### src/lc3b_settings.svh
`ifndef LC3B_SETTINGS_SVH
`define LC3B_SETTINGS_SVH

//////////////////////////////////////////////////
// reset state of the pipeline
//////////////////////////////////////////////////

// address of the first instruction fetch
`define LC3B_RESET_PC 16'h0000

// condition code out of reset
// only the zero flag is set, so BRz is taken before any setcc
`define LC3B_RESET_CC 3'b010

`endif

### src/lc3b_types.sv
package lc3b_types;

	typedef logic [15:0] lc3b_word;
	typedef logic [2:0] lc3b_reg;
	// negative, zero, positive
	typedef logic [2:0] lc3b_nzp;

	// full opcode map, unsupported ones decode as nop
	typedef enum logic [3:0] {
		op_br   = 4'b0000,
		op_add  = 4'b0001,
		op_ldb  = 4'b0010,
		op_stb  = 4'b0011,
		op_jsr  = 4'b0100,
		op_and  = 4'b0101,
		op_ldr  = 4'b0110,
		op_str  = 4'b0111,
		op_rti  = 4'b1000,
		op_not  = 4'b1001,
		op_ldi  = 4'b1010,
		op_sti  = 4'b1011,
		op_jmp  = 4'b1100,
		op_shf  = 4'b1101,
		op_lea  = 4'b1110,
		op_trap = 4'b1111
	} lc3b_opcode;

	// low five bits of ADD/AND, meaning picked by the imm flag
	typedef union packed {
		logic [4:0] imm5;
		struct packed {
			logic [1:0] zero;
			lc3b_reg src2;
		} sr;
	} lc3b_operand;

	typedef struct packed {
		lc3b_opcode opcode;
		lc3b_reg dest;
		lc3b_reg src1;
		logic imm;
		lc3b_operand operand;
	} lc3b_op_view;

	typedef struct packed {
		lc3b_opcode opcode;
		lc3b_reg dr;
		lc3b_reg base;
		logic [5:0] offset6;
	} lc3b_mem_view;

	// LEA shares this layout, with nzp holding DR
	typedef struct packed {
		lc3b_opcode opcode;
		lc3b_nzp nzp;
		logic [8:0] offset9;
	} lc3b_br_view;

	typedef union packed {
		lc3b_op_view op;
		lc3b_mem_view mem;
		lc3b_br_view br;
	} lc3b_instr;

endpackage : lc3b_types

### src/lc3b_pipe_pkg.sv
package lc3b_pipe_pkg;

	import lc3b_types::*;

	typedef enum logic [1:0] {
		alu_add = 2'b00,
		alu_and = 2'b01,
		alu_not = 2'b10
	} lc3b_aluop;

	// control word, built in decode and carried to writeback
	typedef struct packed {
		lc3b_aluop aluop;
		logic use_imm;
		logic load;
		logic store;
		logic byte_op;
		logic reg_write;
		logic load_cc;
		logic branch;
		logic lea;
	} lc3b_ctrl;

	typedef struct packed {
		logic valid;
		lc3b_word pc2;
		lc3b_instr instr;
		lc3b_ctrl ctrl;
		lc3b_word src1;
		lc3b_word src2;
		lc3b_reg dest;
	} lc3b_de_ex;

	// result holds the ALU value, LEA value or memory address
	typedef struct packed {
		logic valid;
		lc3b_ctrl ctrl;
		lc3b_word result;
		lc3b_word store_data;
		lc3b_reg dest;
	} lc3b_ex_mem;

	typedef struct packed {
		logic reg_write;
		lc3b_reg dest;
		lc3b_word value;
		logic load_cc;
	} lc3b_wb;

endpackage : lc3b_pipe_pkg

### src/fetch_stage.sv
`timescale 1ns/1ns
`include "lc3b_settings.svh"

module fetch_stage (
	input logic clk,
	input logic rst_n,
	input logic mem_resp_a,
	input lc3b_types::lc3b_word mem_rdata_a,
	input logic stall,
	input logic redirect,
	input lc3b_types::lc3b_word redirect_pc,
	output logic mem_read_a,
	output lc3b_types::lc3b_word mem_address_a,
	output lc3b_types::lc3b_word instr,
	output lc3b_types::lc3b_word instr_pc2,
	output logic instr_valid
);
	import lc3b_types::*;

	logic req, drop, buf_valid;
	logic fill, consume, issue;
	lc3b_word pc, next_pc, pc_plus2, target;
	lc3b_word buf_instr, buf_pc2;

	assign pc_plus2 = pc + 16'd2;
	// response is kept only if no redirect came since the request
	assign fill = req & mem_resp_a & ~drop & ~redirect;
	assign consume = buf_valid & ~stall;
	// new read once the buffer is empty after this edge
	assign issue = (~buf_valid | consume | redirect) & ~fill & (~req | mem_resp_a);
	assign target = redirect ? redirect_pc : (fill ? pc_plus2 : next_pc);

	always_ff @(posedge clk or negedge rst_n) begin
		if (!rst_n) begin
			req <= 1'b0;
			drop <= 1'b0;
			buf_valid <= 1'b0;
			pc <= `LC3B_RESET_PC;
			next_pc <= `LC3B_RESET_PC;
		end else begin
			next_pc <= target;
			if (issue) begin
				req <= 1'b1;
				pc <= target;
			end else if (req && mem_resp_a) begin
				req <= 1'b0;
			end
			// stale read still on the port, ignore its response
			if (req && mem_resp_a)
				drop <= 1'b0;
			else if (req && redirect)
				drop <= 1'b1;
			if (fill)
				buf_valid <= 1'b1;
			else if (consume || redirect)
				buf_valid <= 1'b0;
		end
	end

	always_ff @(posedge clk) begin
		if (fill) begin
			buf_instr <= mem_rdata_a;
			buf_pc2 <= pc_plus2;
		end
	end

	assign mem_read_a = req;
	assign mem_address_a = pc;
	assign instr = buf_instr;
	assign instr_pc2 = buf_pc2;
	assign instr_valid = buf_valid;

endmodule : fetch_stage

### src/decode_stage.sv
`timescale 1ns/1ns
`include "lc3b_settings.svh"

module decode_stage (
	input logic clk,
	input logic rst_n,
	input lc3b_types::lc3b_word instr,
	input lc3b_types::lc3b_word instr_pc2,
	input logic instr_valid,
	input logic flush,
	input logic hold,
	input lc3b_pipe_pkg::lc3b_wb ex_busy_dest,
	input lc3b_pipe_pkg::lc3b_wb mem_busy_dest,
	input lc3b_pipe_pkg::lc3b_wb wb,
	output logic stall,
	output lc3b_types::lc3b_nzp cc,
	output lc3b_pipe_pkg::lc3b_de_ex de_ex
);
	import lc3b_types::*;
	import lc3b_pipe_pkg::*;

	logic de_valid;
	lc3b_instr de_ir;
	lc3b_word de_pc2;
	lc3b_ctrl ctrl;
	logic use1, use2, hazard;
	lc3b_reg src1_idx, src2_idx;
	lc3b_word regs [8];

	function automatic logic writes(lc3b_wb w, lc3b_reg idx);
		return w.reg_write && (w.dest == idx);
	endfunction

	//////////////////////////////////////////////////
	// decode register
	//////////////////////////////////////////////////

	always_ff @(posedge clk or negedge rst_n) begin
		if (!rst_n)
			de_valid <= 1'b0;
		else if (flush)
			de_valid <= 1'b0;
		else if (!stall)
			de_valid <= instr_valid;
	end

	always_ff @(posedge clk) begin
		if (!stall) begin
			de_ir <= instr;
			de_pc2 <= instr_pc2;
		end
	end

	//////////////////////////////////////////////////
	// control decode
	//////////////////////////////////////////////////

	always_comb begin
		ctrl = '0;
		use1 = 1'b0;
		use2 = 1'b0;
		case (de_ir.op.opcode)
			op_add, op_and: begin
				ctrl.aluop = (de_ir.op.opcode == op_and) ? alu_and : alu_add;
				ctrl.use_imm = de_ir.op.imm;
				ctrl.reg_write = 1'b1;
				ctrl.load_cc = 1'b1;
				use1 = 1'b1;
				use2 = ~de_ir.op.imm;
			end
			op_not: begin
				ctrl.aluop = alu_not;
				ctrl.reg_write = 1'b1;
				ctrl.load_cc = 1'b1;
				use1 = 1'b1;
			end
			// LEA leaves the condition code alone on LC-3b
			op_lea: begin
				ctrl.lea = 1'b1;
				ctrl.reg_write = 1'b1;
			end
			op_ldr, op_ldb: begin
				ctrl.load = 1'b1;
				ctrl.byte_op = (de_ir.op.opcode == op_ldb);
				ctrl.reg_write = 1'b1;
				ctrl.load_cc = 1'b1;
				use1 = 1'b1;
			end
			op_str, op_stb: begin
				ctrl.store = 1'b1;
				ctrl.byte_op = (de_ir.op.opcode == op_stb);
				use1 = 1'b1;
				use2 = 1'b1;
			end
			op_br: ctrl.branch = 1'b1;
			default: ctrl = '0;
		endcase
	end

	// stores read their data register through the second port
	assign src1_idx = de_ir.op.src1;
	assign src2_idx = ctrl.store ? de_ir.mem.dr : de_ir.op.operand.sr.src2;

	// interlock against writers still in execute or memory
	assign hazard = (use1 & (writes(ex_busy_dest, src1_idx) | writes(mem_busy_dest, src1_idx)))
		| (use2 & (writes(ex_busy_dest, src2_idx) | writes(mem_busy_dest, src2_idx)))
		| (ctrl.branch & (ex_busy_dest.load_cc | mem_busy_dest.load_cc));
	assign stall = de_valid & (hazard | hold);

	//////////////////////////////////////////////////
	// register file and condition code
	//////////////////////////////////////////////////

	always_ff @(posedge clk) begin
		if (wb.reg_write)
			regs[wb.dest] <= wb.value;
	end

	always_ff @(posedge clk or negedge rst_n) begin
		if (!rst_n)
			cc <= `LC3B_RESET_CC;
		else if (wb.load_cc)
			cc <= {wb.value[15], wb.value == 16'h0000, ~wb.value[15] & (wb.value != 16'h0000)};
	end

	always_comb begin
		de_ex.valid = de_valid & ~hazard & ~flush;
		de_ex.pc2 = de_pc2;
		de_ex.instr = de_ir;
		de_ex.ctrl = ctrl;
		de_ex.src1 = regs[src1_idx];
		de_ex.src2 = regs[src2_idx];
		de_ex.dest = de_ir.op.dest;
	end

endmodule : decode_stage

### src/execute_stage.sv
`timescale 1ns/1ns

module execute_stage (
	input logic clk,
	input logic rst_n,
	input lc3b_pipe_pkg::lc3b_de_ex de_ex,
	input logic hold,
	input lc3b_types::lc3b_nzp cc,
	output lc3b_pipe_pkg::lc3b_ex_mem ex_mem,
	output logic redirect,
	output lc3b_types::lc3b_word redirect_pc,
	output lc3b_pipe_pkg::lc3b_wb busy_dest
);
	import lc3b_types::*;
	import lc3b_pipe_pkg::*;

	logic ex_valid, taken;
	lc3b_de_ex ex_q;
	lc3b_instr ir;
	lc3b_word sext5, sext6, sext9, opnd2, alu_out, addr, target, result;

	always_ff @(posedge clk or negedge rst_n) begin
		if (!rst_n)
			ex_valid <= 1'b0;
		else if (!hold)
			ex_valid <= de_ex.valid;
	end

	always_ff @(posedge clk) begin
		if (!hold)
			ex_q <= de_ex;
	end

	assign ir = ex_q.instr;
	assign sext5 = {{11{ir.op.operand.imm5[4]}}, ir.op.operand.imm5};
	assign sext6 = {{10{ir.mem.offset6[5]}}, ir.mem.offset6};
	assign sext9 = {{7{ir.br.offset9[8]}}, ir.br.offset9};

	//////////////////////////////////////////////////
	// ALU and address generation
	//////////////////////////////////////////////////

	assign opnd2 = ex_q.ctrl.use_imm ? sext5 : ex_q.src2;

	always_comb begin
		case (ex_q.ctrl.aluop)
			alu_and: alu_out = ex_q.src1 & opnd2;
			alu_not: alu_out = ~ex_q.src1;
			default: alu_out = ex_q.src1 + opnd2;
		endcase
	end

	// byte accesses use the offset unscaled
	assign addr = ex_q.src1 + (ex_q.ctrl.byte_op ? sext6 : {sext6[14:0], 1'b0});
	// BR target and LEA value
	assign target = ex_q.pc2 + {sext9[14:0], 1'b0};

	always_comb begin
		if (ex_q.ctrl.lea)
			result = target;
		else if (ex_q.ctrl.load || ex_q.ctrl.store)
			result = addr;
		else
			result = alu_out;
	end

	// redirect only in the cycle the branch leaves execute
	assign taken = ex_valid & ex_q.ctrl.branch & (|(ir.br.nzp & cc));
	assign redirect = taken & ~hold;
	assign redirect_pc = target;

	always_comb begin
		ex_mem.valid = ex_valid;
		ex_mem.ctrl = ex_q.ctrl;
		ex_mem.result = result;
		ex_mem.store_data = ex_q.src2;
		ex_mem.dest = ex_q.dest;
		busy_dest.reg_write = ex_valid & ex_q.ctrl.reg_write;
		busy_dest.dest = ex_q.dest;
		busy_dest.value = result;
		busy_dest.load_cc = ex_valid & ex_q.ctrl.load_cc;
	end

endmodule : execute_stage

### src/mem_wb_stage.sv
`timescale 1ns/1ns

module mem_wb_stage (
	input logic clk,
	input logic rst_n,
	input lc3b_pipe_pkg::lc3b_ex_mem ex_mem,
	input logic mem_resp_b,
	input lc3b_types::lc3b_word mem_rdata_b,
	output logic mem_read_b,
	output logic mem_write_b,
	output logic [1:0] mem_wmask_b,
	output lc3b_types::lc3b_word mem_address_b,
	output lc3b_types::lc3b_word mem_wdata_b,
	output logic busy,
	output lc3b_pipe_pkg::lc3b_wb wb,
	output lc3b_pipe_pkg::lc3b_wb busy_dest
);
	import lc3b_types::*;
	import lc3b_pipe_pkg::*;

	logic mem_valid, done;
	lc3b_ex_mem mem_q;
	logic [7:0] load_byte;
	lc3b_word load_val, wb_value;

	always_ff @(posedge clk or negedge rst_n) begin
		if (!rst_n)
			mem_valid <= 1'b0;
		else if (!busy)
			mem_valid <= ex_mem.valid;
	end

	always_ff @(posedge clk) begin
		if (!busy)
			mem_q <= ex_mem;
	end

	//////////////////////////////////////////////////
	// data port
	//////////////////////////////////////////////////

	// request held from entry until the response cycle
	assign mem_read_b = mem_valid & mem_q.ctrl.load;
	assign mem_write_b = mem_valid & mem_q.ctrl.store;
	assign busy = (mem_read_b | mem_write_b) & ~mem_resp_b;

	// word accesses are aligned, bytes keep bit 0 as lane select
	assign mem_address_b = mem_q.ctrl.byte_op ? mem_q.result : {mem_q.result[15:1], 1'b0};
	assign mem_wdata_b = mem_q.ctrl.byte_op ? {2{mem_q.store_data[7:0]}} : mem_q.store_data;
	assign mem_wmask_b = mem_q.ctrl.byte_op ? {mem_q.result[0], ~mem_q.result[0]} : 2'b11;

	//////////////////////////////////////////////////
	// writeback
	//////////////////////////////////////////////////

	assign load_byte = mem_q.result[0] ? mem_rdata_b[15:8] : mem_rdata_b[7:0];
	assign load_val = mem_q.ctrl.byte_op ? {{8{load_byte[7]}}, load_byte} : mem_rdata_b;
	assign wb_value = mem_q.ctrl.load ? load_val : mem_q.result;
	// loads write only in their response cycle
	assign done = mem_valid & (~mem_q.ctrl.load | mem_resp_b);

	always_comb begin
		wb.reg_write = done & mem_q.ctrl.reg_write;
		wb.dest = mem_q.dest;
		wb.value = wb_value;
		wb.load_cc = done & mem_q.ctrl.load_cc;
		busy_dest.reg_write = mem_valid & mem_q.ctrl.reg_write;
		busy_dest.dest = mem_q.dest;
		busy_dest.value = wb_value;
		busy_dest.load_cc = mem_valid & mem_q.ctrl.load_cc;
	end

endmodule : mem_wb_stage

### src/datapath.sv
`timescale 1ns/1ns

module datapath (
	input logic clk,
	input logic rst_n,
	// instruction port
	input logic mem_resp_a,
	input lc3b_types::lc3b_word mem_rdata_a,
	output logic mem_read_a,
	output lc3b_types::lc3b_word mem_address_a,
	// data port
	input logic mem_resp_b,
	input lc3b_types::lc3b_word mem_rdata_b,
	output logic mem_read_b,
	output logic mem_write_b,
	output logic [1:0] mem_wmask_b,
	output lc3b_types::lc3b_word mem_address_b,
	output lc3b_types::lc3b_word mem_wdata_b
);
	import lc3b_types::*;
	import lc3b_pipe_pkg::*;

	lc3b_word instr, instr_pc2, redirect_pc;
	logic instr_valid, stall, redirect, busy;
	lc3b_nzp cc;
	lc3b_de_ex de_ex;
	lc3b_ex_mem ex_mem;
	lc3b_wb wb, ex_busy_dest, mem_busy_dest;

	fetch_stage fetch (
		.clk, .rst_n, .mem_resp_a, .mem_rdata_a, .stall, .redirect, .redirect_pc,
		.mem_read_a, .mem_address_a, .instr, .instr_pc2, .instr_valid
	);

	// branch redirect flushes decode, data port back-pressure holds it
	decode_stage decode (
		.clk, .rst_n, .instr, .instr_pc2, .instr_valid,
		.flush(redirect), .hold(busy), .ex_busy_dest, .mem_busy_dest, .wb,
		.stall, .cc, .de_ex
	);

	execute_stage execute (
		.clk, .rst_n, .de_ex, .hold(busy), .cc,
		.ex_mem, .redirect, .redirect_pc, .busy_dest(ex_busy_dest)
	);

	mem_wb_stage mem_wb (
		.clk, .rst_n, .ex_mem, .mem_resp_b, .mem_rdata_b,
		.mem_read_b, .mem_write_b, .mem_wmask_b, .mem_address_b, .mem_wdata_b,
		.busy, .wb, .busy_dest(mem_busy_dest)
	);

endmodule : datapath

### config.mk
export PLATFORM = sky130hd
export DESIGN_NAME = datapath
export DESIGN_NICKNAME = d
export VERILOG_FILES = /design/src/lc3b_types.sv /design/src/lc3b_pipe_pkg.sv /design/src/fetch_stage.sv /design/src/decode_stage.sv /design/src/execute_stage.sv /design/src/mem_wb_stage.sv /design/src/datapath.sv
export VERILOG_INCLUDE_DIRS = /design/src
export SDC_FILE = /design/constraint.sdc
export NUM_CORES = 1
export LEC_CHECK = 0
export BUFFER_PORTS_ARGS = -buffer_cell sky130_fd_sc_hd__buf_2
export CAP_MARGIN = 20
export CORE_MARGIN = 8
export CORE_UTILIZATION = 50
export DETAILED_ROUTE_END_ITERATION = 10
export GPL_ROUTABILITY_DRIVEN = 0
export PLACE_DENSITY = 0.67
export SLEW_MARGIN = 20
export SYNTH_ARGS = -nofsm -noshare
export SYNTH_HDL_FRONTEND = slang
export SYNTH_SLANG_ARGS = --single-unit
export TNS_END_PERCENT = 1
### constraint.sdc
create_clock -name clk -period 21.4 [get_ports clk]
set_input_delay 3.21 -clock clk [delete_from_list [all_inputs] [get_ports clk]]
set_output_delay 3.21 -clock clk [all_outputs]
set_load 0.005 [all_outputs]
**Word level (Yosys, flattened, before mapping)**

Memories as Yosys holds them, arrays and structs flattened. A register that Yosys moved wholly into a read port is not among the register bits.
Cells that the tools add are included.

- Flip-flop bits (word level): 186
- Latch bits: 0
- Memory bits (writable): 128
- ROM bits: 0
- Output and inout bits: 53
- Word-level logic and storage cells: 164
- Memories: 1

Memory list:

| name | depth | width | rd ports | clocked after memory_dff | write ports | line | RTL |
|---|---|---|---|---|---|---|---|
| decode.regs | 8 | 16 | 2 | 2 | 1 | decode_stage.sv:28 | `lc3b_word regs [8];` |

- Add/sub/neg operators: 4
- $mul: 0
- Div/mod/pow operators: 0
- Magnitude comparators: 0
- Eq/ne operators: 15
- Shift-type cells: 0
- Multiplexer cells: 35
- Bitwise gates (word level): 53
- Reduce and logical (&&, ||, !) cells: 23

Operators with widths:

| cell | count |
|---|---|
| 2-to-1 mux 16 bit | 8 |
| adder 16 bit | 3 |
| case mux 16 bit (2 select lines) | 1 |
| bitwise AND 1 bit | 26 |
| 2-to-1 mux 1 bit | 19 |
| adder 16 x 2 -> 16 bit (second input constant) | 1 |
| bitwise AND 16 bit | 1 |
| logical NOT 16 bit | 1 |
| NOT 16 bit | 1 |
| nonzero test 16 bit | 1 |
| NOT 1 bit | 13 |
| equality test 3 bit | 4 |
| equality test 4 x 3 -> 1 bit (second input constant) | 3 |
| bitwise OR 1 bit | 11 |
| equality test 4 x 2 -> 1 bit (second input constant) | 2 |
| equality test 4 bit (second input constant) | 2 |
| 2-to-1 mux 8 bit | 1 |
| OR reduction 7 bit | 1 |
| logical AND 1 bit | 6 |
| 2-to-1 mux 6 bit | 1 |
| nonzero test 2 bit | 3 |
| OR reduction 2 bit | 3 |
| OR reduction 6 bit | 1 |
| OR reduction 5 bit | 1 |
| 13 further kinds | 16 |

**Logic depth before layout (Yosys ltp)**

Gate-level depths: netlist (run 1).

- Word-level depth: 19
- Mapped depth: 13

**Modules after synthesis**

From an unflattened synthesis (run 1), not the netlist that was laid out.

- Cells, all modules: 1,577
- Area total of the unflattened synthesis: 18,491.5 um2

By module, submodules not included:

| module | instances | cells an instance | area each (um2) |
|---|---|---|---|
| decode_stage | 1 | 586 | 7,738.7 |
| execute_stage | 1 | 571 | 5,637.9 |
| fetch_stage | 1 | 242 | 2,907.8 |
| mem_wb_stage | 1 | 178 | 2,207.1 |

**Worst setup path before layout (run 1)**

No wires, ideal clock.

- Kind: input -> register
- Start: input mem_resp_b
- End: register fetch.pc[10] (netlist: fetch.mem_address_a[10])
- Data arrival time: 9.106 ns
- Slack: 12.169 ns
- Stages: 9
- Buffers on the path: 1
- Cell sequence: inv_1 > o211ai_1 > nand3_1 > nor2_1 > nor2_1 > a41o_2 > a21oi_4 > buf_6 > mux2_2

- Elaborated cells on any way between the ends: 17
- Those cells by class: mux (2); bitwise (15)

RTL lines:

| element | line | RTL |
|---|---|---|
| start: declaration | datapath.sv:12 | `input logic mem_resp_b,` |
| NOT 1 bit (*) | mem_wb_stage.sv:45 | `assign busy = (mem_read_b \| mem_write_b) & ~mem_resp_b;` |
| bitwise AND 1 bit (*) | mem_wb_stage.sv:45 |  |
| NOT 1 bit (*) | execute_stage.sv:69 | `assign redirect = taken & ~hold;` |
| bitwise AND 1 bit (*) | execute_stage.sv:69 |  |
| NOT 1 bit (*) | fetch_stage.sv:27 | `assign fill = req & mem_resp_a & ~drop & ~redirect;` |
| bitwise AND 1 bit (*) | fetch_stage.sv:27 |  |
| named net fetch.fill | fetch_stage.sv:21 | `logic fill, consume, issue;` |
| NOT 1 bit | fetch_stage.sv:30 | `assign issue = (~buf_valid \| consume \| redirect) & ~fill & (~req \| mem_resp_a);` |
| bitwise AND 1 bit (2 in series) | fetch_stage.sv:30 |  |
| end signal: assignment | fetch_stage.sv:38 | `` pc <= `LC3B_RESET_PC; `` |
| end signal: assignment | fetch_stage.sv:44 | `pc <= target;` |
| end: declaration | fetch_stage.sv:22 | `lc3b_word pc, next_pc, pc_plus2, target;` |

The timed path passes the listed nets; every way through them passes the cells marked *.
A chain may end at the register's enable or synchronous reset.

**Final worst setup path (run 1)**

- Start: register mem_wb.mem_q[39] in the netlist's numbering
- End: output mem_wmask_b[0]

- Cells in the longest elaborated chain, start to end: 1

Ends and longest elaborated chain:

| element | line | RTL |
|---|---|---|
| start: declaration | mem_wb_stage.sv:22 | `lc3b_ex_mem mem_q;` |
| start signal: assignment | mem_wb_stage.sv:35 | `mem_q <= ex_mem;` |
| 2-to-1 mux 2 bit | mem_wb_stage.sv:50 | `assign mem_wmask_b = mem_q.ctrl.byte_op ? {mem_q.result[0], ~mem_q.result[0]} : 2'b11;` |
| end: declaration | datapath.sv:16 | `output logic [1:0] mem_wmask_b,` |

Every way passes these cells.

==> results of run 1 <==
layout make-up:
| cell class | instances | area [µm²] |
|---|---|---|
| clock inverters | 13 | 138.9 |
| fillers | 2729 | 14680 |
| well taps | 448 | 560.5 |
| repair buffers | 109 | 598.1 |
| clock buffers | 48 | 924.6 |
| flip-flops and latches | 343 | 10100 |
| inverters | 54 | 202.7 |
| multi-input cells | 886 | 6250 |
cells by family (layout without fill, tap and decap cells):
logic type / Yosys count / in the layout / share of synthesized area, %
compound gates: 239 / 239 / 9.129
xor+xnor: 60 / 60 / 3.102
flops: 343 / 343 / 59.59
buf+inv: 142 / 224 / 3.767
simple gates: 433 / 433 / 11.47
mux: 103 / 103 / 9.040
fa+ha+maj: 51 / 51 / 3.900
through the flow:
stage | instances | setup WS [ps] | hold WS, ps | total power [mW] | area (µm²)
after floorplan | 1371 | 12170 | 400.3 | 2.179 | 16940
after global placement | 1840 | 15390 | 401.1 | 2.574 | 17710
after detailed placement | 1840 | 15300 | 404.5 | 2.599 | 17710
after CTS | 1901 | 15820 | 418.1 | 3.185 | 18770
after global routing | 1901 | 15610 | 420.5 | 3.375 | 18770
final | 1901 | 15800 | 417.5 | 3.179 | 18770
critical path, cell delays in order, from the launching register on:
cell and delay (ps):
edfxtp_1 970, nand2_1 600, buf_2 300
registers in the layout, indices dropped and copies added, names as in the netlist:
signal               cells
decode.de_pc2           16
decode.de_valid          1
execute.ex_q            32
fetch.mem_address_a     16
decode.regs            128
fetch.instr_pc2         16
mem_wb.mem_valid         1
execute.busy_dest        1
fetch.instr_valid        1
decode.cc                3
execute.ex_valid         1
execute.ex_mem          26
mem_wb.busy_dest         3
decode.de_ir            16
fetch.drop               1
execute.ir              11
fetch.instr             16
mem_wb.mem_q            37
fetch.mem_read_a         1
fetch.next_pc           16
placed cells by master, fill, tap and decap left out, types with 6 or more instances in the layout:
cell type	synthesis	routed
a21o_1	12	12
dfrtp_1	40	40
mux4_2	32	32
nor2b_1	6	6
nand2b_1	19	19
clkbuf_16	0	35
o211ai_1	6	6
a21oi_1	61	61
a211oi_1	16	16
clkbuf_1	52	13
buf_2	3	88
or3_1	7	7
a31oi_1	8	8
edfxtp_1	302	302
xor2_1	27	27
o21ai_0	66	66
nor2_1	77	76
nor3_1	12	9
a221o_1	7	7
mux2_2	50	50
o31ai_1	8	8
mux2i_1	18	18
xnor2_1	33	33
buf_4	25	21
nand2_1	186	186
inv_1	54	54
nand3_1	98	98
ha_1	48	48
a221oi_1	13	13
routing by layer:
| metal | vias to the layer above | part of all wire, % | GRT usage, % |
|---|---|---|---|
| met5 | - | 0 | 0 |
| met4 | 0 | 2.3 | 6.131 |
| met3 | 79 | 7.5 | 4.007 |
| met1 | 5480 | 42 | 28.01 |
| li1 | 5175 | - | - |
| met2 | 465 | 49 | 34.81 |
worst min path at each step:
stage	from	endpoint	slack [ps]	cells past startpoint
after floorplan	fetch.instr[0]$_DFFE_PP_	decode.de_ir[0]$_DFFE_PN_	400	0
after global placement	decode.de_pc2[11]$_DFFE_PN_	execute.ex_q[72]$_DFFE_PN_	400	0
after detailed placement	fetch.instr[10]$_DFFE_PP_	decode.de_ir[10]$_DFFE_PN_	400	0
after CTS	fetch.instr_pc2[11]$_DFFE_PP_	decode.de_pc2[11]$_DFFE_PN_	420	0
after global routing	decode.de_pc2[2]$_DFFE_PN_	execute.ex_q[63]$_DFFE_PN_	420	0
final	fetch.instr[4]$_DFFE_PP_	decode.de_ir[4]$_DFFE_PN_	420	0
power groups by stage:
stage,clock (mW),sequential (mW),combinational (mW)
after global routing,0.610,1.26,1.51
after CTS,0.585,1.23,1.37
after detailed placement,0,1.24,1.35
after global placement,0,1.24,1.33
after floorplan,0,1.15,1.03
final,0.576,1.24,1.37
==> impl_metrics.csv, run 1 <==
group,metric,value,unit
sta,maxSlewViolCount,0,
power,combinationalPowerShare,43.0,%
global_routing,grt_usage,21.02,%
logic_synthesis,syn_area,16940,µm²
global_routing,antenna_found_initial,1,
logic_synthesis,synth_cell_types,66,
outcome,outcome,"finished clean",
route,vias,11199,
sta,rsz0062_at_grt,"no",
global_routing,grt-ovfl-total,0,
final_layout,fin_util,56.12,%
clock_tree,cts_root_buf,"clkbuf_16",
floorplanning,num_rows,67,
clock_tree,h-tree-depth,2,
power,clkPwrFrac,18.1,%
route,dr.pass1.iters,5,
floorplanning,fp.dieW,200.1,µm
worst_setup_path,crit_path_start_kind,"register",
hold_path,hold_class,"reg2reg",
power,internal_power,1.940,mW
global_routing,grt_pass1_wl,64240,µm
job,max_cap_violations,0,
power,p_switching,1.239,mW
logic_synthesis,synth_area_leaders,"edfxtp_1 54%, dfrtp_1 5.9%, mux4_2 4.3%",
worst_setup_path,ff2ff_setup_slack,17580,ps
floorplanning,io_pins,89,
sta,worstMarginPinSlew,1076,ps
floorplanning,coreArea,33450,µm²
route,routed_wl,41920,µm
clock_tree,path_clk_slew,60,ps
route,postRouteAntennaNets,0,
clock_tree,cts_sinks,343,
sta,fmax,178.7,MHz
logic_synthesis,synth.largest_area_cell,"edfxtp_1",
global_routing,grt_pass1_vias,11265,
worst_setup_path,crit_path_start,"mem_wb.mem_q[39]$_DFFE_PN_",
final_layout,drive_above_1_share,17.55,%
worst_setup_path,cp_max_fo,23,
power,seqPwrFrac,38.8,%
final_layout,fin_nets,1516,
worst_setup_path,setup.worst_path.end_class,"output pin",
floorplanning,die_h,200.1,µm
worst_setup_path,reg2reg_depth,12,
floorplanning,initial_core_util,50.65,%
power,p_per_area,169.4,nW/µm²
route,avgRoutedWirePerCell,22.05,µm
final_layout,areaGrowthSynthToFinish,10.80,%
sta,period_share,26.15,%
final_layout,diodes,0,
power,ir_drop,0.08259,mV
logic_synthesis,yosysMostFrequentCell,"edfxtp_1",
clock_tree,cts_resized,0,
clock_tree,cts_made_buffers,35,
logic_synthesis,synthesis.nets,1458,
sta,finClkSkew,36.90,ps
route,vias_per_cell,5.891,
logic_synthesis,synth_area_per_cell,12.36,µm²
sta,finalHoldViolCount,0,
global_routing,grt_max_degree,66,
route,drt_iter0_drc,1069,
logic_synthesis,synthTopCellsByCount,"302 x edfxtp_1, 186 x nand2_1, 98 x nand3_1",
worst_setup_path,cp.required,18190,ps
sta,finalSetupTns,0,ps
clock_tree,cts_tree,"done",
power,swShare,38.97,%
sta,slew-limit-headroom,27.88,%
clock_tree,post_cts_buffers,0,
logic_synthesis,synth-seq-cells,343,
logic_synthesis,async_reset_ff_share,11.95,%
logic_synthesis,synth-main-ff-cell,"edfxtp_1",
logic_synthesis,ys_warn_count,0,
clock_tree,clock_latency,510,ps
worst_setup_path,regToRegEndpoint,"mem_wb.mem_q[33]$_DFFE_PN_",
logic_synthesis,yosys.area.top_type_share,53.53,%
sta,post-route-min-period,5596,ps
place,numPortBuffers,88,
worst_setup_path,crit_arrival,2390,ps
sta,finalSetupViolations,0,
worst_setup_path,cp-endpoint,"mem_wmask_b[0]",
logic_synthesis,yosysSeqAreaShare,59.59,%
worst_setup_path,reg2reg_from,"execute.ex_mem[42]$_SDFFCE_PP0N_",
power,leakage,7.217,nW
route,drc,0,
logic_synthesis,synth_edf_count,302,
logic_synthesis,synthCells,1371,
floorplanning,die_area,40030,µm²
worst_setup_path,crit_type,"reg2out",
clock_tree,cts_hold_buf,0,
place,place_hpwl,29000,µm
clock_tree,cts_buffer_depth,3,
Power figures use the tool's default switching activity.
==> run 2: changes to the inputs <==
--- a/config.mk
+++ b/config.mk
@@ -6,13 +6,14 @@
 export SDC_FILE = /design/constraint.sdc
 export NUM_CORES = 1
 export LEC_CHECK = 0
+export ABC_AREA = 1
 export BUFFER_PORTS_ARGS = -buffer_cell sky130_fd_sc_hd__buf_2
 export CAP_MARGIN = 20
 export CORE_MARGIN = 8
 export CORE_UTILIZATION = 50
 export DETAILED_ROUTE_END_ITERATION = 10
 export GPL_ROUTABILITY_DRIVEN = 0
-export PLACE_DENSITY = 0.67
+export PLACE_DENSITY = 0.7
 export SLEW_MARGIN = 20
 export SYNTH_ARGS = -nofsm -noshare
 export SYNTH_HDL_FRONTEND = slang
==> constraint.sdc (replaced) <==
create_clock -name clk -period 4.8 [get_ports clk]
set_input_delay 0.72 -clock clk [delete_from_list [all_inputs] [get_ports clk]]
set_output_delay 0.72 -clock clk [all_outputs]
set_load 0.005 [all_outputs]
==> impl_metrics.csv, run 2 <==
group,metric,value,unit
floorplanning,num_rows,69,
logic_synthesis,synth.largest_area_cell,"edfxtp_1",
sta,finalHoldViolCount,0,
place,numPortBuffers,88,
sta,finalSetupViolations,0,
power,seqPwrFrac,36.0,%
clock_tree,clock_latency,530,ps
logic_synthesis,synth_cell_types,45,
logic_synthesis,yosys.area.top_type_share,51.06,%
worst_setup_path,setup.worst_path.end_class,"register",
logic_synthesis,ys_warn_count,0,
global_routing,grt-ovfl-total,0,
floorplanning,initial_core_util,50.30,%
clock_tree,cts_resized,0,
logic_synthesis,synth-main-ff-cell,"edfxtp_1",
sta,slew-limit-headroom,19.93,%
floorplanning,die_h,204.5,µm
clock_tree,cts_hold_buf,0,
power,p_switching,6.718,mW
power,combinationalPowerShare,46.7,%
hold_path,hold_class,"in2async",
global_routing,grt_pass1_vias,13677,
route,avgRoutedWirePerCell,19.74,µm
logic_synthesis,yosysMostFrequentCell,"nand2_1",
sta,finalSetupTns,0,ps
clock_tree,post_cts_buffers,0,
sta,post-route-min-period,3259,ps
sta,maxSlewViolCount,0,
clock_tree,cts_tree,"done",
clock_tree,cts_buffer_depth,3,
global_routing,grt_pass1_wl,74600,µm
worst_setup_path,cp.required,5240,ps
final_layout,fin_nets,2023,
outcome,outcome,"finished clean",
clock_tree,cts_root_buf,"clkbuf_16",
power,internal_power,8.595,mW
power,ir_drop,0.5108,mV
route,postRouteAntennaNets,0,
sta,finClkSkew,33.07,ps
clock_tree,cts_made_buffers,38,
power,p_per_area,781.1,nW/µm²
worst_setup_path,crit_path_start_kind,"register",
logic_synthesis,yosysSeqAreaShare,56.84,%
sta,fin_ws,1541,ps
logic_synthesis,synthesis.nets,1969,
clock_tree,cts_sinks,343,
clock_tree,h-tree-depth,2,
sta,worstMarginPinSlew,1188,ps
place,place_hpwl,33470,µm
route,vias,14032,
route,drc,0,
place,pre_cts_slack,1512,ps
route,wl_met2,22160,µm
power,swShare,43.87,%
route,drt_iter0_drc,1480,
logic_synthesis,async_reset_ff_share,11.95,%
route,dr.pass1.iters,5,
final_layout,final_cell_mix,"351 x nand2_1, 302 x edfxtp_1, 214 x o21ai_0",
final_layout,fin_cells,2423,
final_layout,regMostFlops,"decode.regs",
final_layout,drive_above_1_share,10.30,%
sta,fmax,306.8,MHz
floorplanning,die_area,41810,µm²
final_layout,diodes,0,
route,met3_length,4030,µm
job,max_cap_violations,0,
sta,period_share,67.89,%
worst_setup_path,crit_arrival,3700,ps
logic_synthesis,synth_area_per_cell,9.438,µm²
logic_synthesis,syn_area,17760,µm²
logic_synthesis,synth_edf_count,302,
floorplanning,fp.dieW,204.5,µm
final_layout,largest_register_ff_count,128,
final_layout,areaGrowthSynthToFinish,10.37,%
route,wl_met1,19680,µm
worst_setup_path,crit_type,"reg2reg",
floorplanning,io_pins,89,
sta,rsz0062_at_grt,"no",
place,placed_cells_incl_taps,2357,
global_routing,antenna_found_initial,1,
global_routing,grt_max_degree,84,
power,leakage,8.197,nW
floorplanning,coreArea,35310,µm²
route,top_layer,"met5",
logic_synthesis,synthTopCellsByCount,"351 x nand2_1, 302 x edfxtp_1, 215 x o21ai_0",
final_layout,layout_commonest_cell,"nand2_1",
route,routed_wl,47830,µm
route,vias_per_cell,5.791,
logic_synthesis,synthCells,1882,
worst_setup_path,cp_max_fo,13,
clock_tree,path_clk_slew,60,ps
logic_synthesis,synth_area_leaders,"edfxtp_1 51%, nand2_1 7.4%, o21ai_0 6.1%",
final_layout,top_regs,"decode.regs: 128 flops, mem_wb.mem_q: 37 flops, execute.ex_q: 32 flops",
power,clkPwrFrac,17.3,%
logic_synthesis,synth-seq-cells,343,
global_routing,grt_usage,22.72,%
==> run 2: cell type report <==
cell class                 count  area [µm²]
fill                        3024       15710
sequential                   343       10100
multi-input combinational   1233        6399
clock buffer                  52        1025
inverter                     207       777.0
timing repair buffer         113       628.1
tap                          461       576.8
clock inverter                14       102.6
==> run 2: metal layers <==
metal	vias up	track usage (%)
met4	2	10.05
li1	6633	-
met2	688	36.45
met1	6574	30.35
met3	135	3.440
met5	-	0
==> run 2: cell families (layout without fill, tap and decap cells) <==
group                    after synthesis  in the layout  share of synthesized area [%]
AND/OR/NAND/NOR                      656            656                          15.79
AO/OA/AOI/OAI                        494            494                          14.86
flip-flops                           343            343                          56.84
buffers and inverters                306            386                          7.178
adder cells (fa/ha/maj)               51             51                          3.719
XOR/XNOR                              30             30                          1.479
multiplexers                           2              2                         0.1268
==> run 2: per-stage QoR <==
stage	area [µm²]	utilization (%)	hold slack [ps]	total power, mW
after floorplan	17770	-	400.3	10.28
after global placement	18480	52.33	400.8	12.34
after detailed placement	18480	52.33	404.5	12.51
after CTS	19600	55.52	362.9	15.21
after global routing	19600	55.52	358.7	16.38
final	19600	55.52	360.0	15.31
==> run 2: path summary, 6_finish.rpt <==
kind,startpoint,end,slack (ps),cells after the start
hold / removal,rst_n,fetch.mem_address_a[15]$_DFFE_PN0P_,360,1
setup reg to reg,mem_wb.mem_q[39]$_DFFE_PN_,decode.cc[0]$_DFFE_PN0P_,1540,10
hold reg to reg,fetch.instr[4]$_DFFE_PP_,decode.de_ir[4]$_DFFE_PN_,410,0
max in group asynchronous,rst_n,decode.cc[2]$_DFFE_PN0P_,3830,1
setup / recovery,mem_wb.mem_q[39]$_DFFE_PN_,decode.cc[0]$_DFFE_PN0P_,1540,10
min in group clk,mem_rdata_a[8],fetch.instr[8]$_DFFE_PP_,380,1
==> run 2: power by group through the flow <==
stage	Combinational (mW)	Clock, mW	Sequential [mW]
global route	7.96	2.81	5.61
finish	7.16	2.65	5.51
detailed placement	6.97	0	5.54
CTS	7.02	2.69	5.50
floorplan	5.13	0	5.15
global placement	6.83	0	5.51
==> run 2: worst max-delay path: stages, from the launching register on <==
cell      delay, ps
edfxtp_1        690
nand2_1         380
inv_2           250
nand2_1         150
nand2_1         150
a21oi_1          60
o21ai_0         940
nor3_1          130
nand3b_1        240
nand3_1         110
nand2_1          90
==> run 3: changes to the inputs <==
--- a/config.mk
+++ b/config.mk
@@ -6,7 +6,7 @@
 export SDC_FILE = /design/constraint.sdc
 export NUM_CORES = 1
 export LEC_CHECK = 0
-export ABC_AREA = 1
+export ABC_AREA = 0
 export BUFFER_PORTS_ARGS = -buffer_cell sky130_fd_sc_hd__buf_2
 export CAP_MARGIN = 20
 export CORE_MARGIN = 8
==> constraint.sdc (replaced) <==
create_clock -name clk -period 2.65 [get_ports clk]
set_input_delay 0.3975 -clock clk [delete_from_list [all_inputs] [get_ports clk]]
set_output_delay 0.3975 -clock clk [all_outputs]
set_load 0.005 [all_outputs]
==> impl_metrics.csv, run 3 (synthesized netlist as in run 1, its figures left out) <==
group,metric,value,unit
worst_setup_path,cp_num_buf_inv,1,
final_layout,largest_register_ff_count,128,
worst_setup_path,ff2ff_setup_slack,-430,ps
power,combinationalPowerShare,47.5,%
clock_tree,cts_root_buf,"clkbuf_16",
clock_tree,cts_hold_buf,0,
worst_setup_path,setup.worst_path.end_class,"register",
floorplanning,coreArea,33450,µm²
route,avgRoutedWirePerCell,21.31,µm
route,dr.pass1.iters,6,
worst_setup_path,critPathTopFamily,"compound AO/OA/AOI/OAI gates",
route,routed_wl,43140,µm
final_layout,fin_nets,1636,
final_layout,regMostFlops,"decode.regs",
clock_tree,cts_made_buffers,36,
global_routing,grt_max_degree,107,
job,max_cap_violations,0,
power,internal_power,17.63,mW
place,place_hpwl,30030,µm
sta,finalHoldViolCount,0,
place,placed_area,18600,µm²
clock_tree,cts_buffer_depth,3,
final_layout,layout_commonest_cell,"edfxtp_1",
sta,worstMarginPinSlew,961.6,ps
global_routing,antenna_found_initial,3,
outcome,outcome,"finished, violations left",
sta,fmax,325.0,MHz
place,placed_cells_incl_taps,1956,
power,p_per_area,1417,nW/µm²
final_layout,fin_util,59.82,%
power,clkPwrFrac,18.2,%
worst_setup_path,cp.required,2930,ps
worst_setup_path,cpPeakStageDelay,440,ps
route,vias_per_cell,5.819,
floorplanning,initial_core_util,50.65,%
final_layout,diodes,0,
power,swShare,37.81,%
clock_tree,cts_tree,"done",
final_layout,top_regs,"decode.regs: 128 flops, mem_wb.mem_q: 37 flops, execute.ex_q: 32 flops",
final_layout,drive_above_1_share,25.70,%
sta,slew-limit-headroom,35.89,%
power,ir_drop,0.7040,mV
power,finalPower,28.35,mW
sta,post-route-min-period,3076,ps
worst_setup_path,cp_max_fo,4,
place,numPortBuffers,88,
power,p_switching,10.72,mW
worst_setup_path,crit_arrival,3350,ps
power,seqPwrFrac,34.3,%
floorplanning,num_rows,67,
clock_tree,cts_sinks,343,
sta,fin_ws,-426.5,ps
clock_tree,clock_latency,520,ps
hold_path,hold_class,"in2async",
sta,period_share,116.1,%
final_layout,design_area,20010,µm²
global_routing,grt-ovfl-total,0,
route,drc,0,
floorplanning,fp.dieW,200.1,µm
outcome,violations,"negative setup slack",
floorplanning,die_area,40030,µm²
route,vias,11778,
global_routing,grt_pass1_vias,11770,
route,postRouteAntennaNets,0,
worst_setup_path,cp_cell_sequence,"mux2_2 -> ha_1 -> inv_1 -> fa_2 -> nor2b_1 -> o31a_1 -> o31ai_4 -> a31oi_1 -> a221oi_2 -> xor2_1 -> a211oi_1 -> a221o_1",
worst_setup_path,slowest_stage,"edfxtp_1",
route,drt_iter0_drc,1008,
sta,rsz0062_at_grt,"yes",
final_layout,fillers,2610,
sta,finalSetupViolations,15,
clock_tree,h-tree-depth,2,
global_routing,grt_usage,21.53,%
sta,maxSlewViolCount,0,
final_layout,areaGrowthSynthToFinish,18.12,%
worst_setup_path,crit_type,"reg2reg",
worst_setup_path,crit_path_start_kind,"register",
sta,finClkSkew,13.90,ps
floorplanning,io_pins,89,
clock_tree,path_clk_slew,70,ps
final_layout,final_cell_mix,"302 x edfxtp_1, 185 x nand2_1, 135 x buf_4",
floorplanning,die_h,200.1,µm
global_routing,grt_pass1_wl,65510,µm
power,leakage,7.920,nW
final_layout,fin_cells,2024,
## run 3: power by group through the flow
stage / registers [mW] / logic (mW) / clock network [mW]
2_1_floorplan: 9.30 / 8.30 / 0
3_3_place_gp: 9.77 / 12.5 / 0
3_5_place_dp: 9.81 / 12.8 / 0
4_1_cts: 9.72 / 13.1 / 5.24
5_1_grt: 9.88 / 14.7 / 5.43
6_report: 9.74 / 13.5 / 5.16
## run 3: cell type report
cell class | instances | area (µm²) | area share [%]
flip-flops and latches | 343 | 10100 | 50.45
multi-input cells | 886 | 6401 | 31.99
repair buffers | 228 | 1536 | 7.678
clock buffers | 44 | 973.4 | 4.865
well taps | 448 | 560.5 | 2.801
clock inverters | 21 | 240.2 | 1.201
inverters | 54 | 202.7 | 1.013
## run 3: per-stage QoR
stage	setup slack, ps	TNS, ps	hold slack (ps)
2_1_floorplan	-5551	-917790	101.9
3_3_place_gp	-508.5	-4489	401.5
3_5_place_dp	-582.5	-5102	404.5
4_1_cts	-458.4	-3734	32.45
5_1_grt	-583.8	-6754	32.50
6_report	-426.5	-3611	22.50
## run 3: layer usage
metal	global-route usage, %	vias to the layer above	part of all wire [%]
met3	5.063	101	7.8
met5	0	-	0.053
met4	7.003	4	3.1
li1	-	5425	-
met2	35.58	448	48
met1	27.85	5800	41
## run 3: worst paths after layout
kind,start,end,cells after the start
max,execute.ex_mem[42]$_SDFFCE_PP0N_,mem_wb.mem_q[33]$_DFFE_PN_,12
min reg2reg,fetch.instr[2]$_DFFE_PP_,decode.de_ir[2]$_DFFE_PN_,0
max reg2reg,execute.ex_mem[42]$_SDFFCE_PP0N_,mem_wb.mem_q[33]$_DFFE_PN_,12
min in group clk,mem_rdata_a[6],fetch.instr[6]$_DFFE_PP_,1
max in group asynchronous,rst_n,decode.de_valid$_DFFE_PN0P_,1
min,rst_n,fetch.mem_address_a[7]$_DFFE_PN0P_,1
## run 3: repair_timing
| item | in CTS | in global routing |
|---|---|---|
| resized for setup | 16 | 23 |
| pin swaps | 4 | 12 |
| buffers inserted | 0 | 3 |
| endpoints found under the setup margin | 18 | 30 |
